===== config.mk =====
export PLATFORM = sky130hd
export DESIGN_NAME = tx_bytes_ser
export DESIGN_NICKNAME = d
export VERILOG_FILES = /design/src/include/cdbus_defs.svh /design/src/design/cdbus_pkg.sv /design/src/design/tx_bytes_ser.sv
export SDC_FILE = /design/constraint.sdc
export NUM_CORES = 1
export LEC_CHECK = 0
export ABC_AREA = 1
export CAP_MARGIN = 40
export CELL_PAD_IN_SITES_DETAIL_PLACEMENT = 1
export CELL_PAD_IN_SITES_GLOBAL_PLACEMENT = 2
export CORE_ASPECT_RATIO = 0.6
export CORE_MARGIN = 3
export CORE_UTILIZATION = 37
export CTS_BUF_LIST = sky130_fd_sc_hd__clkbuf_16
export CTS_CLUSTER_DIAMETER = 150
export DETAILED_ROUTE_END_ITERATION = 8
export DONT_BUFFER_PORTS = 1
export PLACE_DENSITY = 0.86
export SKIP_CTS_REPAIR_TIMING = 1
export SYNTH_ARGS = -nofsm -noshare
export SYNTH_HDL_FRONTEND = slang
export SYNTH_SLANG_ARGS = --single-unit

===== constraint.sdc =====
create_clock -name clk -period 2.72 [get_ports clk]
set_clock_uncertainty 0.2 [all_clocks]
set_input_delay 0.816 -clock clk [delete_from_list [all_inputs] [get_ports clk]]
set_output_delay 0.816 -clock clk [all_outputs]
set_load 0.02 [all_outputs]

===== src/include/cdbus_defs.svh =====
`ifndef CDBUS_DEFS_SVH
`define CDBUS_DEFS_SVH

// Version byte read back at REG_VERSION.
`define CDBUS_VERSION 8'h08

`endif


===== src/design/cdbus_pkg.sv =====
`default_nettype none

package cdbus_pkg;

    typedef enum logic [4:0] {
        REG_VERSION       = 5'h00,
        REG_SETTING       = 5'h01,
        REG_IDLE_WAIT_LEN = 5'h02,
        REG_FILTER        = 5'h04,
        REG_DIV_L         = 5'h05,
        REG_DIV_H         = 5'h06,
        REG_INT_FLAG      = 5'h09,
        REG_INT_MASK      = 5'h0a,
        REG_RX            = 5'h0b,
        REG_TX            = 5'h0c,
        REG_RX_CTRL       = 5'h0d,
        REG_TX_CTRL       = 5'h0e,
        REG_RX_ADDR       = 5'h0f,
        REG_RX_PAGE_FLAG  = 5'h10
    } reg_addr_e;

    localparam logic [7:0]  BROADCAST_ADDR = 8'hff;
    localparam logic [15:0] CRC_POLY       = 16'ha001; // Modbus, reflected.
    localparam int          CHAR_BITS      = 10;       // Start, 8 data, stop.

    // One byte of CRC-16, LSB first.
    function automatic logic [15:0] crc16_byte(input logic [15:0] crc, input logic [7:0] din);
        logic [15:0] c;
        c = crc ^ {8'h00, din};
        for (int i = 0; i < 8; i++) begin
            c = c[0] ? ((c >> 1) ^ CRC_POLY) : (c >> 1);
        end
        return c;
    endfunction

endpackage

`default_nettype wire


===== src/design/tx_bytes_ser.sv =====
`timescale 1ns/10ps
`default_nettype none

module tx_bytes_ser (
    input  wire         clk,
    input  wire         reset_n,
    input  wire  [15:0] div,
    input  wire         unread,
    input  wire  [7:0]  data,
    input  wire         bus_idle,
    output logic [7:0]  addr,
    output logic        read_done,
    output logic        tx,
    output logic        tx_en
);
    typedef enum logic [2:0] {WAIT_IDLE, LOAD, SHIFT, CRC_L, CRC_H, DONE} state_e;

    state_e      state;
    logic [15:0] cnt;
    logic [3:0]  bit_cnt;
    logic [9:0]  sh;   // Stop, data, start; ones shift in behind.
    logic [7:0]  len;
    logic [15:0] crc;
    logic        tick;
    logic        char_end;

    assign tick = cnt == 16'd0;
    assign tx = sh[0];
    assign read_done = state == DONE;
    assign char_end = tick && bit_cnt == 4'(cdbus_pkg::CHAR_BITS - 1);

    always_ff @(posedge clk or negedge reset_n) begin
        if (!reset_n) begin
            state <= WAIT_IDLE;
            cnt <= 16'd0;
            bit_cnt <= 4'd0;
            sh <= '1;
            len <= 8'd3;
            crc <= 16'hffff;
            addr <= 8'd0;
            tx_en <= 1'b0;
        end else begin
            cnt <= tick ? div : cnt - 16'd1;
            case (state)
                WAIT_IDLE: begin
                    if (unread && bus_idle) begin
                        state <= LOAD;
                        addr <= 8'd0;
                        len <= 8'd3;  // Real length known after the third byte.
                        crc <= 16'hffff;
                        tx_en <= 1'b1;
                    end
                end
                LOAD: begin
                    sh <= {1'b1, data, 1'b0};
                    crc <= cdbus_pkg::crc16_byte(crc, data);
                    if (addr == 8'd2)
                        len <= data + 8'd3;
                    bit_cnt <= 4'd0;
                    cnt <= div;
                    state <= SHIFT;
                end
                SHIFT, CRC_L, CRC_H: begin
                    if (tick) begin
                        sh <= {1'b1, sh[9:1]};
                        bit_cnt <= bit_cnt + 4'd1;
                    end
                    if (char_end) begin
                        bit_cnt <= 4'd0;
                        if (state == SHIFT) begin
                            addr <= addr + 8'd1;
                            state <= LOAD;
                            if (addr + 8'd1 == len) begin
                                sh <= {1'b1, crc[7:0], 1'b0};  // Low byte first.
                                state <= CRC_L;
                            end
                        end else if (state == CRC_L) begin
                            sh <= {1'b1, crc[15:8], 1'b0};
                            state <= CRC_H;
                        end else begin
                            state <= DONE;
                        end
                    end
                end
                DONE: begin
                    tx_en <= 1'b0;
                    state <= WAIT_IDLE;
                end
                default: state <= WAIT_IDLE;
            endcase
        end
    end

endmodule

`default_nettype wire


==> results.txt <==
status - finished, final reports clean
Worst EP arrival - 2.53 ns
PD cells - 1213 mW/mm2
post-synthesis compound-gate area fraction - 0.1387
DRC violations left - 0
fin. max-slew vios - 0
Tightest Pin Transition - 0.6158 ns
Die H - 87.67 um
DRT iter0 DRCs - 202
initial antenna violation count - 0
boundary pin count - 39
Crit Path Max Fanout - 21
simple-gate portion of the synthesized area - 0.2887
Total Die Area - 0.01246 mm2
CTS tree - built
Mapped Cells - 556
Register-to-Register Path Depth - 13
post-synthesis mux area share - 0.002434
flops & latches, synth - 66
grt ovf - 0
global placer's final weighted congestion - 0.8120
worst setup margin - 0.2592 ns
Max-cap violations - 0
largest net degree at the start of global routing - 67
syn nets - 590
Synth Area in Adders - 0.01825
Core Box Area - 0.01070 mm2
largest family of logic cells by synthesized area - simple AND/OR/NAND/NOR gates
hpwl dp - 9316 um
Yosys top cell area share - 0.2312
Max Fclk - 406.4 MHz
Critical Path End Type - register
Avg WL per Cell - 17.49 um
final hold violations - 0
clock root cell - clkbuf_16
Final ANT Viol Nets - 0
Mean Syn Cell Area - 7.397 um2
first-pass GRT wire length - 20650 um
number of synthesized flops with an enable pin - 0
DRT Wirelength - 12430 um
Reg clk slew, reported paths - 0.06 ns
clk buf depth - 2
nets@finish - 601
Place WS - 0.2191 ns
n_diodes - 0
DR pass1 iterations - 4
Netlist cell types - 39
Reg2Reg Launch Point - cnt[0]
XOR/XNOR Fraction of Synth Area - 0.05750
CP startpoint - cnt[0]
CTS sink count - 66
vias - 3691
initial core utilization - 0.3842
vias in the first global route - 3869
Syn. warnings - 0
top cells by instance count after synthesis - nand2_1, inv_1, nor2_1
setup tns final - 0 ns
post-DR vias/cell - 5.191
GRT Util Overall - 0.2142
Crit Path Class - reg -> reg
cell accounting for the most synthesized area - dfrtp_1
Final min period - 2.461 ns
Tcrit/Tclk final - 0.9047
FFs w/ async S/R, synth - 1.000
sequential-to-total area share from yosys stat - 0.4101
WP data required - 2.79 ns
top-count cell post-synth - nand2_1
RSZ-0062 raised after global routing - no
Clock Latency Late Sink - 0.34 ns
main flop type after synthesis - dfrtp_1
r2r setup slk - 0.26 ns
mapped cell area - 0.004113 mm2
peak supply drop - 464.6 uV
end of the worst register-to-register path - bit_cnt[3]
synth top area cells - dfrtp_1, dfstp_2, nand2_1
layout cells sized above 1 - 0.1521
CP Capture Point - bit_cnt[3]
die width - 142.1 um
crit start category - register
WHS - 0.1184 ns
Core Rows - 29
HP Class - in -> async
leakage power - 2.119 nW
setup violators final - 0
CTS Buf Count - 9
Area growth syn-to-layout - 11.77%
Port Buf Inserts - 0
relative slew slack - 0.5865
# H-tree levels - 3
==> worst min path at each step <==
stage | startpoint | end | slack (ns) | cells past startpoint
after detailed placement | cnt[0] | cnt[0] | 0.27 | 1
after floorplan | cnt[0] | cnt[0] | 0.24 | 1
after global placement | cnt[0] | cnt[0] | 0.26 | 1
after global routing | reset_n | crc[10] | 0.1 | 0
final | reset_n | crc[10] | 0.12 | 0
after CTS | reset_n | len[3] | -0.04 | 0
==> worst max-delay path: stages, from the launching register on <==
cell	delay, ns
dfrtp_1	0.38
inv_1	0.10
ha_1	0.22
nand3_2	0.16
nor2_4	0.17
nand4_2	0.12
nor2_2	0.13
inv_2	0.05
nand2_4	0.14
inv_2	0.20
nor2_4	0.19
nand2_1	0.09
xor2_1	0.14
nor2_1	0.09
==> registers in the layout (all words and copies together), names as in the netlist <==
| register | count |
|---|---|
| crc | 16 |
| state | 3 |
| len | 8 |
| bit_cnt | 4 |
| sh | 10 |
| cnt | 16 |
| addr | 8 |
| tx_en | 1 |
==> metal layers <==
layer	routed length [um]	up-vias	GRT usage
met5	0	-	0
met3	458	10	0.04583
met2	5207	47	0.3128
met4	85	0	0.05488
met1	6682	1811	0.3216
li1	-	1823	-
==> cell usage in the layout, fill, tap and decap left out, types with 3 or more instances in the layout <==
master and count:
nand2_1 164, inv_1 68, nor2_1 43, dfrtp_1 36, o21ai_0 33, dfstp_2 28, nand3_1 27, a21oi_1 17
xnor2_1 14, xor2_1 13, buf_4 12, o21ai_1 10, a22oi_1 9, clkbuf_16 9, a31oi_1 8, nand2_2 8
o31ai_1 7, inv_2 6, o22a_1 6, ha_1 6, nor2_2 5, nand4_1 5, nor3_1 5, o22ai_1 5
or2_2 4, nor2_4 3, clkinv_2 3, clkinv_1 3
==> cells by family after synthesis <==
logic type               count (synthesis)
AND/OR/NAND/NOR                        272
flip-flops                              66
multiplexers                             1
AO/OA/AOI/OAI                           97
buffers and inverters                   87
adder cells (fa/ha/maj)                  6
XOR/XNOR                                27
==> report_power, final <==
part / switching, W / total [W] / internal [W]
logic: 0.00172 / 0.00262 / 0.000899
registers: 0.000386 / 0.00192 / 0.00153
clock network: 0.000432 / 0.00103 / 0.000599
total: 0.00254 / 0.00557 / 0.00303
==> layout make-up <==
| cell class | instances | area, um2 |
|---|---|---|
| clock buffers | 9 | 225.2 |
| clock inverters | 7 | 32.53 |
| fillers | 1330 | 6107 |
| inverters | 74 | 279.0 |
| multi-input cells | 403 | 2079 |
| flip-flops and latches | 66 | 1689 |
| well taps | 139 | 173.9 |
| repair buffers | 13 | 117.6 |
==> per-stage QoR <==
step | power, W | util | area (um2) | std cells
final | 0.005575 | 0.4295 | 4597 | 711
after global routing | 0.006097 | 0.4295 | 4597 | 711
after CTS | 0.005576 | 0.4267 | 4567 | 710
after detailed placement | 0.004518 | 0.4026 | 4309 | 694
after global placement | 0.004367 | 0.4019 | 4302 | 693
after floorplan | 0.003760 | - | 4113 | 556
Note: power is estimated with default switching activity, not from simulation.
