### src/include/cdbus_defs.svh
`ifndef CDBUS_DEFS_SVH
`define CDBUS_DEFS_SVH

// Version byte read back at REG_VERSION.
`define CDBUS_VERSION 8'h08

`endif

### src/design/cdbus_pkg.sv
`default_nettype none

package cdbus_pkg;

    typedef enum logic [4:0] {
        REG_VERSION       = 5'h00,
        REG_SETTING       = 5'h01,
        REG_IDLE_WAIT_LEN = 5'h02,
        REG_FILTER        = 5'h04,
        REG_DIV_L         = 5'h05,
        REG_DIV_H         = 5'h06,
        REG_INT_FLAG      = 5'h09,
        REG_INT_MASK      = 5'h0a,
        REG_RX            = 5'h0b,
        REG_TX            = 5'h0c,
        REG_RX_CTRL       = 5'h0d,
        REG_TX_CTRL       = 5'h0e,
        REG_RX_ADDR       = 5'h0f,
        REG_RX_PAGE_FLAG  = 5'h10
    } reg_addr_e;

    localparam logic [7:0]  BROADCAST_ADDR = 8'hff;
    localparam logic [15:0] CRC_POLY       = 16'ha001; // Modbus, reflected.
    localparam int          CHAR_BITS      = 10;       // Start, 8 data, stop.

    // One byte of CRC-16, LSB first.
    function automatic logic [15:0] crc16_byte(input logic [15:0] crc, input logic [7:0] din);
        logic [15:0] c;
        c = crc ^ {8'h00, din};
        for (int i = 0; i < 8; i++) begin
            c = c[0] ? ((c >> 1) ^ CRC_POLY) : (c >> 1);
        end
        return c;
    endfunction

endpackage

`default_nettype wire

### src/design/rx_des.sv
`timescale 1ns/10ps
`default_nettype none

module rx_des (
    input  wire         clk,
    input  wire         reset_n,
    input  wire  [15:0] div,
    input  wire  [7:0]  idle_wait_len,
    input  wire         force_wait_idle,
    input  wire         rx,
    output logic        bus_idle,
    output logic [7:0]  data,
    output logic [15:0] crc_data,
    output logic        data_clk
);
    typedef enum logic [1:0] {IDLE, START, BITS, STOP} state_e;

    state_e      state;
    logic [15:0] cnt;
    logic [3:0]  bit_cnt;
    logic [7:0]  shreg;
    logic [7:0]  idle_cnt;
    logic        tick;

    assign tick = cnt == 16'd0;

    always_ff @(posedge clk or negedge reset_n) begin
        if (!reset_n) begin
            state <= IDLE;
            cnt <= 16'd0;
            bit_cnt <= 4'd0;
            idle_cnt <= 8'd0;
            bus_idle <= 1'b1;
            crc_data <= 16'hffff;
            data_clk <= 1'b0;
        end else begin
            data_clk <= 1'b0;
            cnt <= tick ? div : cnt - 16'd1;
            case (state)
                IDLE: begin
                    if (!rx) begin
                        state <= START;
                        cnt <= {1'b0, div[15:1]};  // Half a bit, to land mid-bit.
                        idle_cnt <= 8'd0;
                        bus_idle <= 1'b0;
                        if (bus_idle)
                            crc_data <= 16'hffff;  // New frame.
                    end else if (idle_cnt == idle_wait_len) begin
                        bus_idle <= 1'b1;
                    end else if (tick) begin
                        idle_cnt <= idle_cnt + 8'd1;
                    end
                end
                START: begin
                    if (tick) begin
                        state <= rx ? IDLE : BITS;  // Glitch goes back to idle.
                        bit_cnt <= 4'd1;
                    end
                end
                BITS: begin
                    if (tick) begin
                        bit_cnt <= bit_cnt + 4'd1;
                        if (bit_cnt == 4'(cdbus_pkg::CHAR_BITS - 2))
                            state <= STOP;
                    end
                end
                STOP: begin
                    if (tick) begin
                        state <= IDLE;
                        if (rx && !force_wait_idle) begin  // Bad stop bit drops the byte.
                            crc_data <= cdbus_pkg::crc16_byte(crc_data, shreg);
                            data_clk <= 1'b1;
                        end
                    end
                end
                default: state <= IDLE;
            endcase
        end
    end

    always_ff @(posedge clk) begin
        if (state == BITS && tick)
            shreg <= {rx, shreg[7:1]};
        if (state == STOP && tick)
            data <= shreg;
    end

endmodule

`default_nettype wire

### config.mk
export PLATFORM = sky130hd
export DESIGN_NAME = rx_des
export DESIGN_NICKNAME = d
export VERILOG_FILES = /design/src/include/cdbus_defs.svh /design/src/design/cdbus_pkg.sv /design/src/design/rx_des.sv
export SDC_FILE = /design/constraint.sdc
export NUM_CORES = 1
export LEC_CHECK = 0
export ABC_AREA = 1
export BUFFER_PORTS_ARGS = -buffer_cell sky130_fd_sc_hd__buf_2
export CORE_MARGIN = 2
export CORE_UTILIZATION = 50
export CTS_CLUSTER_DIAMETER = 60
export DETAILED_ROUTE_END_ITERATION = 10
export PLACE_DENSITY_LB_ADDON = 0.08
export REMOVE_ABC_BUFFERS = 1
export SLEW_MARGIN = 20
export SYNTH_ARGS = -nofsm -noshare
export SYNTH_HDL_FRONTEND = slang
export SYNTH_SLANG_ARGS = --single-unit
### constraint.sdc
create_clock -name clk -period 2.1 [get_ports clk]
set_input_delay 0.525 -clock clk [delete_from_list [all_inputs] [get_ports clk]]
set_output_delay 0.525 -clock clk [all_outputs]
set_load 0.03 [all_outputs]
==> impl_metrics.tcl <==
set metrics [dict create \
    status "completed" \
    die-area_mm2 0.007981 \
    grtUsageMet3_pct 3.786 \
    cts.hold.buffers_added 0 \
    groute.layer.met1.usage_pct 28.71 \
    cp_cell_sequence "inv_2 > ha_1 > nand2_1 > nor4_4 > nand2_2 > clkinv_2 > nand2_1 > inv_2" \
    crit_path_category "register to register" \
    synth_compound_area_share_pct 11.41 \
    cp_data_required_time_ns 2.12 \
    io_buffer_count 53 \
    fin_crit_ns 1.950 \
    cts_tree "done" \
    core_area_mm2 0.007137 \
    critPathBufInv 3 \
    cts.sink_count 64 \
    routed_wl_mm 7.886 \
    synth_seq_area_share_pct 46.77 \
    synth-edff-count 16 \
    hold_path.class "input port to asynchronous set/reset pin" \
    synth.cell_area_mm2 0.003641 \
    arrival_ns 1.97 \
    crit_path_start_kind "register" \
    leakagePower_uw 0.002050 \
    globalplace.congestion 0.8538 \
    pre_cts_ws_ns 0.1544 \
    clock_tree.htree_level_count 3 \
    crit_start "cnt[0]" \
    reg2reg_slack_ns 0.15 \
    grt_usage_pct 21.94 \
    dp.final_hpwl_mm 5.882 \
    yosys_warnings 0 \
    rr_endpoint "shreg[3]" \
    slew_headroom_pct 70.82 \
    timing.setup.tns_ns 0 \
    starting_density_pct 51.02 \
    drc_errors 0 \
    layout_worst_path_cycle_share_pct 92.87 \
    grt.overflow.total 0 \
    drt-initial-drc-count 95 \
    report.final.slew_viol_count 0 \
    end_kind "register" \
    pin_count_of_the_biggest_net_entering_global_routing 32 \
    ff2ff_path_depth 8 \
    synth_seq_cells 64 \
    worstSetupPathDepth 8 \
    vias 3079 \
    first_global_vias 2909 \
    number_of_antenna_violations_at_the_first_check_in_global_routing 0 \
    setup_failing_eps_final 0 \
    drt-vias-per-instance 5.023 \
    flow.area_growth_from_synthesis_pct 16.56 \
    avgRoutedWirePerCell_um 12.86 \
    max_slew.worst_pin.slew_ns 0.4377 \
    drt_pre_antenna_iters 4 \
    clock.fmax_ghz 0.5127 \
    num_io_pins 54 \
    final_common_cell "sky130_fd_sc_hd__nand2_1" \
    n_diodes 0 \
    share_of_post_route_cells_with_drive_strength_above_1_pct 25.88 \
    synth_top_flop_cell "sky130_fd_sc_hd__dfrtp_1" \
    critPathTopFamily "simple AND/OR/NAND/NOR gates" \
    synth-simple-area-share_pct 25.29 \
    globalRouteMet2Util_pct 36.23 \
    synth.mux.area_fraction_pct 0 \
    dieHeight_um 89.34 \
    crit-reg2reg-launch "cnt[0]" \
    pwr_per_cell_area_mw_per_mm2 569.5 \
    cts_inserted_buffers 9 \
    path_max_fanout 10 \
    mostFrequentLayoutCells "sky130_fd_sc_hd__nand2_1, sky130_fd_sc_hd__buf_2, sky130_fd_sc_hd__nor2_1" \
    floorplan.rows 31 \
    insertion_delay_ns 0.34 \
    synth_async_sr_flop_share_pct 75.00 \
    drv.max_cap_violation_count 0 \
    synth_top_family_by_area "simple AND/OR/NAND/NOR gates" \
    globalRoute.busiestLayer "met2" \
    setup_repair_after_global_routing_missed_its_margin "no" \
    synth_xor_xnor_area_share_pct 7.216 \
    worst_ir_drop_vdd_mv 0.4245 \
    layout.nets 542 \
    fin_worst_hold_slack_ns 0.1265 \
    final-hold-violation-count 0 \
    cts_root_buf "sky130_fd_sc_hd__clkbuf_8" \
    timing.clock.skew_ns 0.008172 \
    detail-route-antenna-nets 0 \
    postSynthCellCount 444 \
    synth.lib_cells_used.distinct 38 \
    post_synth.cell_area_avg_um2 8.200 \
    worst_path_max_delay_cell "sky130_fd_sc_hd__dfrtp_1" \
    yosys.area_share.adder_pct 1.718 \
    worst_setup_hold_path_clk_slew_ns 0.07 \
    timing.critical_path.slowest_cell_delay_ns 0.37 \
    chipWidth_um 89.34 \
    final.setup.worst_slack_ns 0.1496 \
    cts-root-to-sink-buffers 2 \
    setup_crit_end "shreg[3]" \
    grt_pass1_wl_mm 13.29 \
]
==> worst min-delay path by stage <==
stage,slack (ns),endpoint,startpoint
4_1_cts,0.13,data_clk,reset_n
3_5_place_dp,0.49,data_clk,reset_n
2_1_floorplan,0.23,asynchronous set/reset pin,reset_n
3_3_place_gp,0.50,data_clk,reset_n
6_report,0.13,data_clk,reset_n
5_1_grt,0.13,data_clk,reset_n
==> power breakdown <==
part | internal (µW) | leakage, µW | switching (µW)
sequential | 1300 | 0.000707 | 22.7
combinational | 71.5 | 0.00126 | 102
clock | 453 | 0.0000838 | 466
total | 1830 | 0.00205 | 591
==> routing by layer <==
layer	vias up	wire length, µm
met2	60	3894
li1	1569	-
met1	1438	3549
met5	-	0
met4	0	126
met3	12	316
==> cell usage after synthesis, types with 2 or more instances <==
master	instances	area share (%)
sky130_fd_sc_hd__nor2_1	45	4.6
sky130_fd_sc_hd__a31oi_1	8	1.4
sky130_fd_sc_hd__nand2_1	111	11
sky130_fd_sc_hd__nand2_2	4	0.69
sky130_fd_sc_hd__inv_2	16	1.6
sky130_fd_sc_hd__nor3_1	2	0.27
sky130_fd_sc_hd__edfxtp_1	16	13
sky130_fd_sc_hd__xor2_1	14	3.4
sky130_fd_sc_hd__a21oi_2	5	1.2
sky130_fd_sc_hd__dfrtp_1	31	21
sky130_fd_sc_hd__o21ai_1	16	2.2
sky130_fd_sc_hd__o211ai_1	5	1.0
sky130_fd_sc_hd__nand3_1	32	4.4
sky130_fd_sc_hd__nor3_2	2	0.55
sky130_fd_sc_hd__nand4_1	3	0.52
sky130_fd_sc_hd__ha_1	5	1.7
sky130_fd_sc_hd__xnor2_1	16	3.8
sky130_fd_sc_hd__dfstp_2	17	12
sky130_fd_sc_hd__a21oi_1	10	1.4
sky130_fd_sc_hd__clkbuf_1	4	0.41
sky130_fd_sc_hd__or2_2	2	0.34
sky130_fd_sc_hd__buf_6	2	0.62
sky130_fd_sc_hd__o21ai_0	20	2.7
sky130_fd_sc_hd__inv_1	41	4.2
sky130_fd_sc_hd__nor2_2	3	0.52
sky130_fd_sc_hd__buf_4	2	0.41
==> area by class of cell <==
cell class | instances | area (µm²)
fill | 692 | 2893
tap | 99 | 123.9
clock inverter | 4 | 21.27
clock buffer | 12 | 145.1
timing repair buffer | 63 | 365.4
sequential | 64 | 1703
multi-input combinational | 313 | 1667
inverter | 58 | 219.0
==> state kept, by name (all words and copies together), names as in the netlist, named ones only <==
signal	cells
shreg	8
bus_idle	1
state	1
crc_data	16
data_clk	1
data	8
cnt	16
bit_cnt	4
idle_cnt	8
==> per-stage QoR <==
step,power [µW],area [µm²],std cells,utilization [%]
after floorplan,1446,3583,435,-
after global placement,1516,4053,596,56.78
after detailed placement,1519,4053,596,56.78
after CTS,2436,4219,612,59.12
after global routing,2527,4244,613,59.47
final,2417,4244,613,59.47
==> kinds of logic after synthesis <==
kind of cell | Yosys count
XOR/XNOR | 30
adder cells (fa/ha/maj) | 5
buffers and inverters | 67
AO/OA/AOI/OAI | 69
AND/OR/NAND/NOR | 209
flip-flops | 64
==> worst reg2reg max path: stages (launching register included) <==
cell and delay [ns]:
sky130_fd_sc_hd__dfrtp_1 0.37, sky130_fd_sc_hd__inv_2 0.08, sky130_fd_sc_hd__ha_1 0.17, sky130_fd_sc_hd__nand2_1 0.10
sky130_fd_sc_hd__nor4_4 0.24, sky130_fd_sc_hd__nand2_2 0.20, sky130_fd_sc_hd__clkinv_2 0.16, sky130_fd_sc_hd__nand2_1 0.10
sky130_fd_sc_hd__inv_2 0.21
==> repair_timing <==
action	CTS	global route
setup endpoints to repair	0	2
setup buffers	0	1
resized for setup	0	1
Power figures use the tool's default switching activity.
