**config.mk**
```make
export PLATFORM = sky130hd
export DESIGN_NAME = rx_bytes
export DESIGN_NICKNAME = d
export VERILOG_FILES = /design/src/include/cdbus_defs.svh /design/src/design/cdbus_pkg.sv /design/src/design/rx_bytes.sv
export SDC_FILE = /design/constraint.sdc
export NUM_CORES = 1
export LEC_CHECK = 0
export ABC_AREA = 1
export BUFFER_PORTS_ARGS = -buffer_cell sky130_fd_sc_hd__buf_2
export CORE_MARGIN = 2
export CORE_UTILIZATION = 43
export DETAILED_ROUTE_END_ITERATION = 6
export PLACE_DENSITY_LB_ADDON = 0.25
export SKIP_CTS_REPAIR_TIMING = 1
export SLEW_MARGIN = 20
export SYNTH_ARGS = -nofsm -noshare
export SYNTH_HDL_FRONTEND = slang
export SYNTH_SLANG_ARGS = --single-unit
```
**constraint.sdc**
```tcl
create_clock -name clk -period 1.2 [get_ports clk]
set_input_delay 0.18 -clock clk [delete_from_list [all_inputs] [get_ports clk]]
set_output_delay 0.18 -clock clk [all_outputs]
set_load 0.05 [all_outputs]
```
**src/include/cdbus_defs.svh**
```systemverilog
`ifndef CDBUS_DEFS_SVH
`define CDBUS_DEFS_SVH

// Version byte read back at REG_VERSION.
`define CDBUS_VERSION 8'h08

`endif

```
**src/design/cdbus_pkg.sv**
```systemverilog
`default_nettype none

package cdbus_pkg;

    typedef enum logic [4:0] {
        REG_VERSION       = 5'h00,
        REG_SETTING       = 5'h01,
        REG_IDLE_WAIT_LEN = 5'h02,
        REG_FILTER        = 5'h04,
        REG_DIV_L         = 5'h05,
        REG_DIV_H         = 5'h06,
        REG_INT_FLAG      = 5'h09,
        REG_INT_MASK      = 5'h0a,
        REG_RX            = 5'h0b,
        REG_TX            = 5'h0c,
        REG_RX_CTRL       = 5'h0d,
        REG_TX_CTRL       = 5'h0e,
        REG_RX_ADDR       = 5'h0f,
        REG_RX_PAGE_FLAG  = 5'h10
    } reg_addr_e;

    localparam logic [7:0]  BROADCAST_ADDR = 8'hff;
    localparam logic [15:0] CRC_POLY       = 16'ha001; // Modbus, reflected.
    localparam int          CHAR_BITS      = 10;       // Start, 8 data, stop.

    // One byte of CRC-16, LSB first.
    function automatic logic [15:0] crc16_byte(input logic [15:0] crc, input logic [7:0] din);
        logic [15:0] c;
        c = crc ^ {8'h00, din};
        for (int i = 0; i < 8; i++) begin
            c = c[0] ? ((c >> 1) ^ CRC_POLY) : (c >> 1);
        end
        return c;
    endfunction

endpackage

`default_nettype wire

```
**src/design/rx_bytes.sv**
```systemverilog
`timescale 1ns/10ps
`default_nettype none

module rx_bytes (
    input  wire         clk,
    input  wire         reset_n,
    input  wire  [7:0]  filter,
    input  wire         abort,
    input  wire         bus_idle,
    input  wire  [7:0]  data,
    input  wire  [15:0] crc_data,
    input  wire         data_clk,
    output logic        error,
    output logic        force_wait_idle,
    output logic [7:0]  wr_byte,
    output logic [7:0]  wr_addr,
    output logic        wr_clk,
    output logic [7:0]  wr_flags,
    output logic        switch
);
    logic [7:0] byte_cnt;
    logic       bus_idle_d;
    logic       idle_rise;
    logic       frame_end;
    logic       dst_ok;

    assign idle_rise = bus_idle && !bus_idle_d;
    assign dst_ok = data == filter || data == cdbus_pkg::BROADCAST_ADDR;
    // Frame closes on the first cycle of bus idle.
    assign frame_end = idle_rise && byte_cnt != 8'd0 && !force_wait_idle && !abort;
    assign switch = frame_end && crc_data == 16'd0;  // CRC over data and CRC is zero.
    assign error = frame_end && crc_data != 16'd0;
    assign wr_flags = byte_cnt;

    always_ff @(posedge clk or negedge reset_n) begin
        if (!reset_n) begin
            bus_idle_d <= 1'b1;
            byte_cnt <= 8'd0;
            wr_addr <= 8'd0;
            wr_clk <= 1'b0;
            force_wait_idle <= 1'b0;
        end else begin
            bus_idle_d <= bus_idle;
            wr_clk <= 1'b0;
            if (abort) begin
                byte_cnt <= 8'd0;
                force_wait_idle <= !bus_idle;  // Skip the rest of a frame in flight.
            end else if (idle_rise) begin
                byte_cnt <= 8'd0;
                force_wait_idle <= 1'b0;
            end else if (data_clk && !force_wait_idle) begin
                if (byte_cnt == 8'd1 && !dst_ok) begin
                    force_wait_idle <= 1'b1;  // Not for us.
                end else begin
                    wr_clk <= 1'b1;
                    wr_addr <= byte_cnt;
                    byte_cnt <= byte_cnt + 8'd1;
                end
            end
        end
    end

    always_ff @(posedge clk) begin
        if (data_clk)
            wr_byte <= data;
    end

    // The last byte of a page must be the last byte of its frame.
    a_no_wrap: assert property (@(posedge clk) disable iff (!reset_n)
        (wr_clk && wr_addr == 8'hff) |=> (!wr_clk until bus_idle));

endmodule

`default_nettype wire

```
==> flow_results.org <==
** Run status
- The run finished, with violations left.
- The final reports fail on setup timing.

** Routing
- Post-DRT Antenna Nets :: 0
- Post-DR vias/cell :: between 4 and 5
- Number of design rule violations left after detail routing :: 0
- DRT Wirelength :: 4164 um
- The detailed router placed between 1,500 and 2,000 vias in this run.
- DRT iter0 DRCs :: 51
- Detailed-route wire length per cell :: approximately 12 um
- The first detailed-routing pass ran for 6 iterations.

** STA
- Headroom to the max-slew limit came out at 68.97%.
- Setup TNS after final layout :: -5835 ps
- Worst-margin pin slew :: about 470 ps
- Setup repair after global routing missed its margin :: true
- Based on the critical path, the design can be clocked at up to between 500 and 600 MHz.
- The number of pins exceeding their max-slew limit in the final report came to 0.
- The final hold violation count was 0.
- Subtracting the final worst setup slack from the clock period gives 1823 ps.
- Setup violations remaining at the end of the flow were counted as 29.
- Crit share post-route :: 151.9%
- Across all setup checks in the final design, the least slack found is -623.1 ps.
- Clock skew :: 7.226 ps

** Worst hold path
- Worst min-delay path category :: input pin to flip-flop
- For hold timing, the worst endpoint is wr_byte[0]$_DFFE_PP_.
- Hold path startpoint :: data[0]
- Counting instances, the worst hold path has a depth of 1.

** Layout
- The multi-input combinational cells in the finished layout cover a total of 790.8 sq um.
- The filler cells instantiated in the layout total 254.
- In the final layout, the share of cells above drive strength 1 is roughly 46%.
- Post-layout nets :: around 330
- Area delta synth->final :: 61.03%
- Fin util :: 73.03%
- Area of all sequential standard cells :: just over 700 sq um
- 0 antenna diodes ended up in the layout.

** Power
- In this run the power density over the cells is 795.1 nW/um^2.
- The worst-case IR drop observed on VDD is around 0.00050 V.
- Static leakage :: 1.268 nW

** Logic synthesis
- Total number of yosys warnings :: 0
- Among all flip-flop cells after synthesis, the most frequent one is sky130_fd_sc_hd__dfrtp_1.
- In this run the biggest area consumer among cell types represents about 30% of the synthesized area.
- Cell accounting for the most synthesized area :: sky130_fd_sc_hd__dfrtp_1
- Number of distinct library cells after synthesis :: 24
- Synth Instances :: 195
- Cell types with the largest area share after synthesis :: sky130_fd_sc_hd__dfrtp_1 30%, sky130_fd_sc_hd__edfxtp_1 16%, sky130_fd_sc_hd__nand2_1 14%
- Post-synthesis instance area :: 1525 sq um
- Yosys instantiated no cell more often than sky130_fd_sc_hd__nand2_1.
- In the synthesized netlist the async set-or-reset flop fraction comes to 70.37%.
- Counting every net in the synthesized netlist gives 235.
- Sorting the synthesized cells by how often they occur yields 58 x sky130_fd_sc_hd__nand2_1, 24 x sky130_fd_sc_hd__inv_1, 23 x sky130_fd_sc_hd__nand3_1.
- Each instance of the synthesized netlist takes up on average 7.822 sq um.
- Number of flops mapped to enable cells by yosys :: 8
- The share of the Yosys chip area taken by registers is between 40% and 50%.
- Total of flip-flops plus latches after synthesis :: 27

** Floorplanning
- Vert. Die Dim :: roughly 64 um
- DIE AREA :: 4039 sq um
- For this configuration, the core starts out at a cell density of a little under half.
- The floorplan step set the die width to roughly 64 um.
- Count of boundary I/O pins :: 65
- Core footprint :: 3363 sq um
- The floorplan has 21 rows.

** Global route
- First-pass GRT wire length :: 6141 um
- Initial antenna violation count :: 0
- Number of global-route vias before repair :: 1,417
- Pin count of the biggest net entering global routing :: 20
- After global routing the overflow that remains totals 0.
- Overall track demand over capacity in global routing :: a little under a fifth

** Placed design
- IO Port Bufs :: 64
- Setup WS pre-CTS :: -311.1 ps
- Half-perimeter wire length after detailed placement :: 2897 um
- The congestion estimate from routability-driven global placement came to 0.8901.

** Worst setup path
- For the worst setup path, the data required time is 1020 ps.
- Startpoint of the worst register-to-register path :: wr_flags[4]$_DFFE_PN0P_
- The worst setup path is captured at a primary output.
- The largest single stage delay on the critical path is 460 ps.
- Cell breakdown of the critical path :: inv_2, ha_4, nand2_4, o21ai_4, nand2b_4, clkinvlp_4, buf_8
- Nature of the critical path startpoint :: flip-flop
- Of all nets on the critical path, the largest fanout is 4.
- Setup Crit Path Kind :: flip-flop to primary output
- The number of buffers and inverters on the critical path is 3.
- Among all stages on the critical path, the largest delay is contributed by sky130_fd_sc_hd__dfrtp_2.
- Measured in cells, the most critical reg-to-reg path has a length of 9.
- The setup check on the worst reg-to-reg path leaves a slack of -290 ps.
- For the worst setup path, the data arrival time is 1640 ps.
- The worst register-to-register path ends at wr_flags[0]$_DFFE_PN0P_.
- Crit-path leading delay family :: flip-flops

** Clocking
- Number of clock buffers inserted by TritonCTS :: 3
- In this run the number of H-tree levels came out at 1.
- Largest buffer count on any clock path :: 2
- Clock-pin slew was measured on the worst setup and hold paths at 150 ps.
- The tree is rooted in a sky130_fd_sc_hd__clkbuf_4.
- CTS sink cnt :: 27
- CTS tree :: built
- Clock latency on the worst-skew pair :: 340 ps

** Flow run
- The tool flagged a number of max-cap violations equal to 0.
[worst reg2reg max path, cell delays in order, from the launching register on]
cell and delay (ps):
sky130_fd_sc_hd__dfrtp_2 440, sky130_fd_sc_hd__nor2_1 140, sky130_fd_sc_hd__nand3_2 130, sky130_fd_sc_hd__nor2_1 120, sky130_fd_sc_hd__nand2_1 70, sky130_fd_sc_hd__inv_2 90
sky130_fd_sc_hd__nand2_4 120, sky130_fd_sc_hd__buf_4 170, sky130_fd_sc_hd__nand4_1 60, sky130_fd_sc_hd__nand2_1 60
[area by class of cell]
class	instances	area share (%)
clock inverters	1	0.2038
inverters	28	4.432
clock buffers	3	0.9170
flip-flops and latches	27	29.60
repair buffers	96	30.31
well taps	46	2.343
multi-input cells	136	32.20
[state kept, by name (all words and copies together), names as in the netlist]
register / flops
bus_idle_d: 1
wr_addr: 8
wr_byte: 8
force_wait_idle: 1
wr_flags: 8
wr_clk: 1
[worst max-delay path by stage]
stage	from	slack [ps]	end	depth (start not counted)
2_1_floorplan	wr_flags[0]$_DFFE_PN0P_	-350	error	6
3_3_place_gp	bus_idle_d$_DFF_PN1_	-320	error	7
3_5_place_dp	bus_idle_d$_DFF_PN1_	-310	error	7
4_1_cts	bus_idle_d$_DFF_PN1_	-690	error	7
5_1_grt	wr_flags[0]$_DFFE_PN0P_	-710	error	7
6_report	wr_flags[0]$_DFFE_PN0P_	-620	error	7
[layer usage]
layer	GRT usage (%)	vias up	part of all wire, %
met3	3.214	4	6.5
li1	-	835	-
met5	0	-	0
met1	25.82	762	43
met2	31.71	51	50
met4	5.435	0	0.65
[through the flow]
stage               hold slack (ps)  total power [mW]  cell area, sq um  std cells
detailed placement            149.7             1.480              2126        327
global route                  25.56             2.048              2456        337
global placement              147.8             1.475              2126        327
CTS                          -224.8             1.876              2153        331
finish                        46.22             1.953              2456        337
floorplan                    -115.6             1.284              1563        195
[power by group]
| part | switching (mW) | internal, mW | total [mW] |
|---|---|---|---|
| clock network | 0.290 | 0.125 | 0.415 |
| logic | 0.329 | 0.205 | 0.534 |
| registers | 0.0161 | 0.988 | 1.00 |
[layout by cell type, fill, tap and decap left out, types with 6 or more instances in the layout]
master                      n
sky130_fd_sc_hd__nor2_1    11
sky130_fd_sc_hd__edfxtp_1   8
sky130_fd_sc_hd__buf_8     10
sky130_fd_sc_hd__nand2_1   57
sky130_fd_sc_hd__buf_6     11
sky130_fd_sc_hd__dfrtp_1   10
sky130_fd_sc_hd__inv_1     19
sky130_fd_sc_hd__nand3_1   20
sky130_fd_sc_hd__nand4_1   13
sky130_fd_sc_hd__inv_2      8
sky130_fd_sc_hd__dfrtp_2    8
sky130_fd_sc_hd__clkbuf_4   7
sky130_fd_sc_hd__buf_4     18
sky130_fd_sc_hd__nor4_1     6
sky130_fd_sc_hd__buf_2     49
[cell families after synthesis]
logic type      count (synthesis)  share of synthesized area (%)
xor+xnor                        3                          1.723
flops                          27                          47.01
compound gates                  6                          2.133
buf+inv                        33                          8.859
simple gates                  123                          37.82
fa+ha+maj                       3                          2.461
Note: power is estimated with default switching activity, not from simulation.
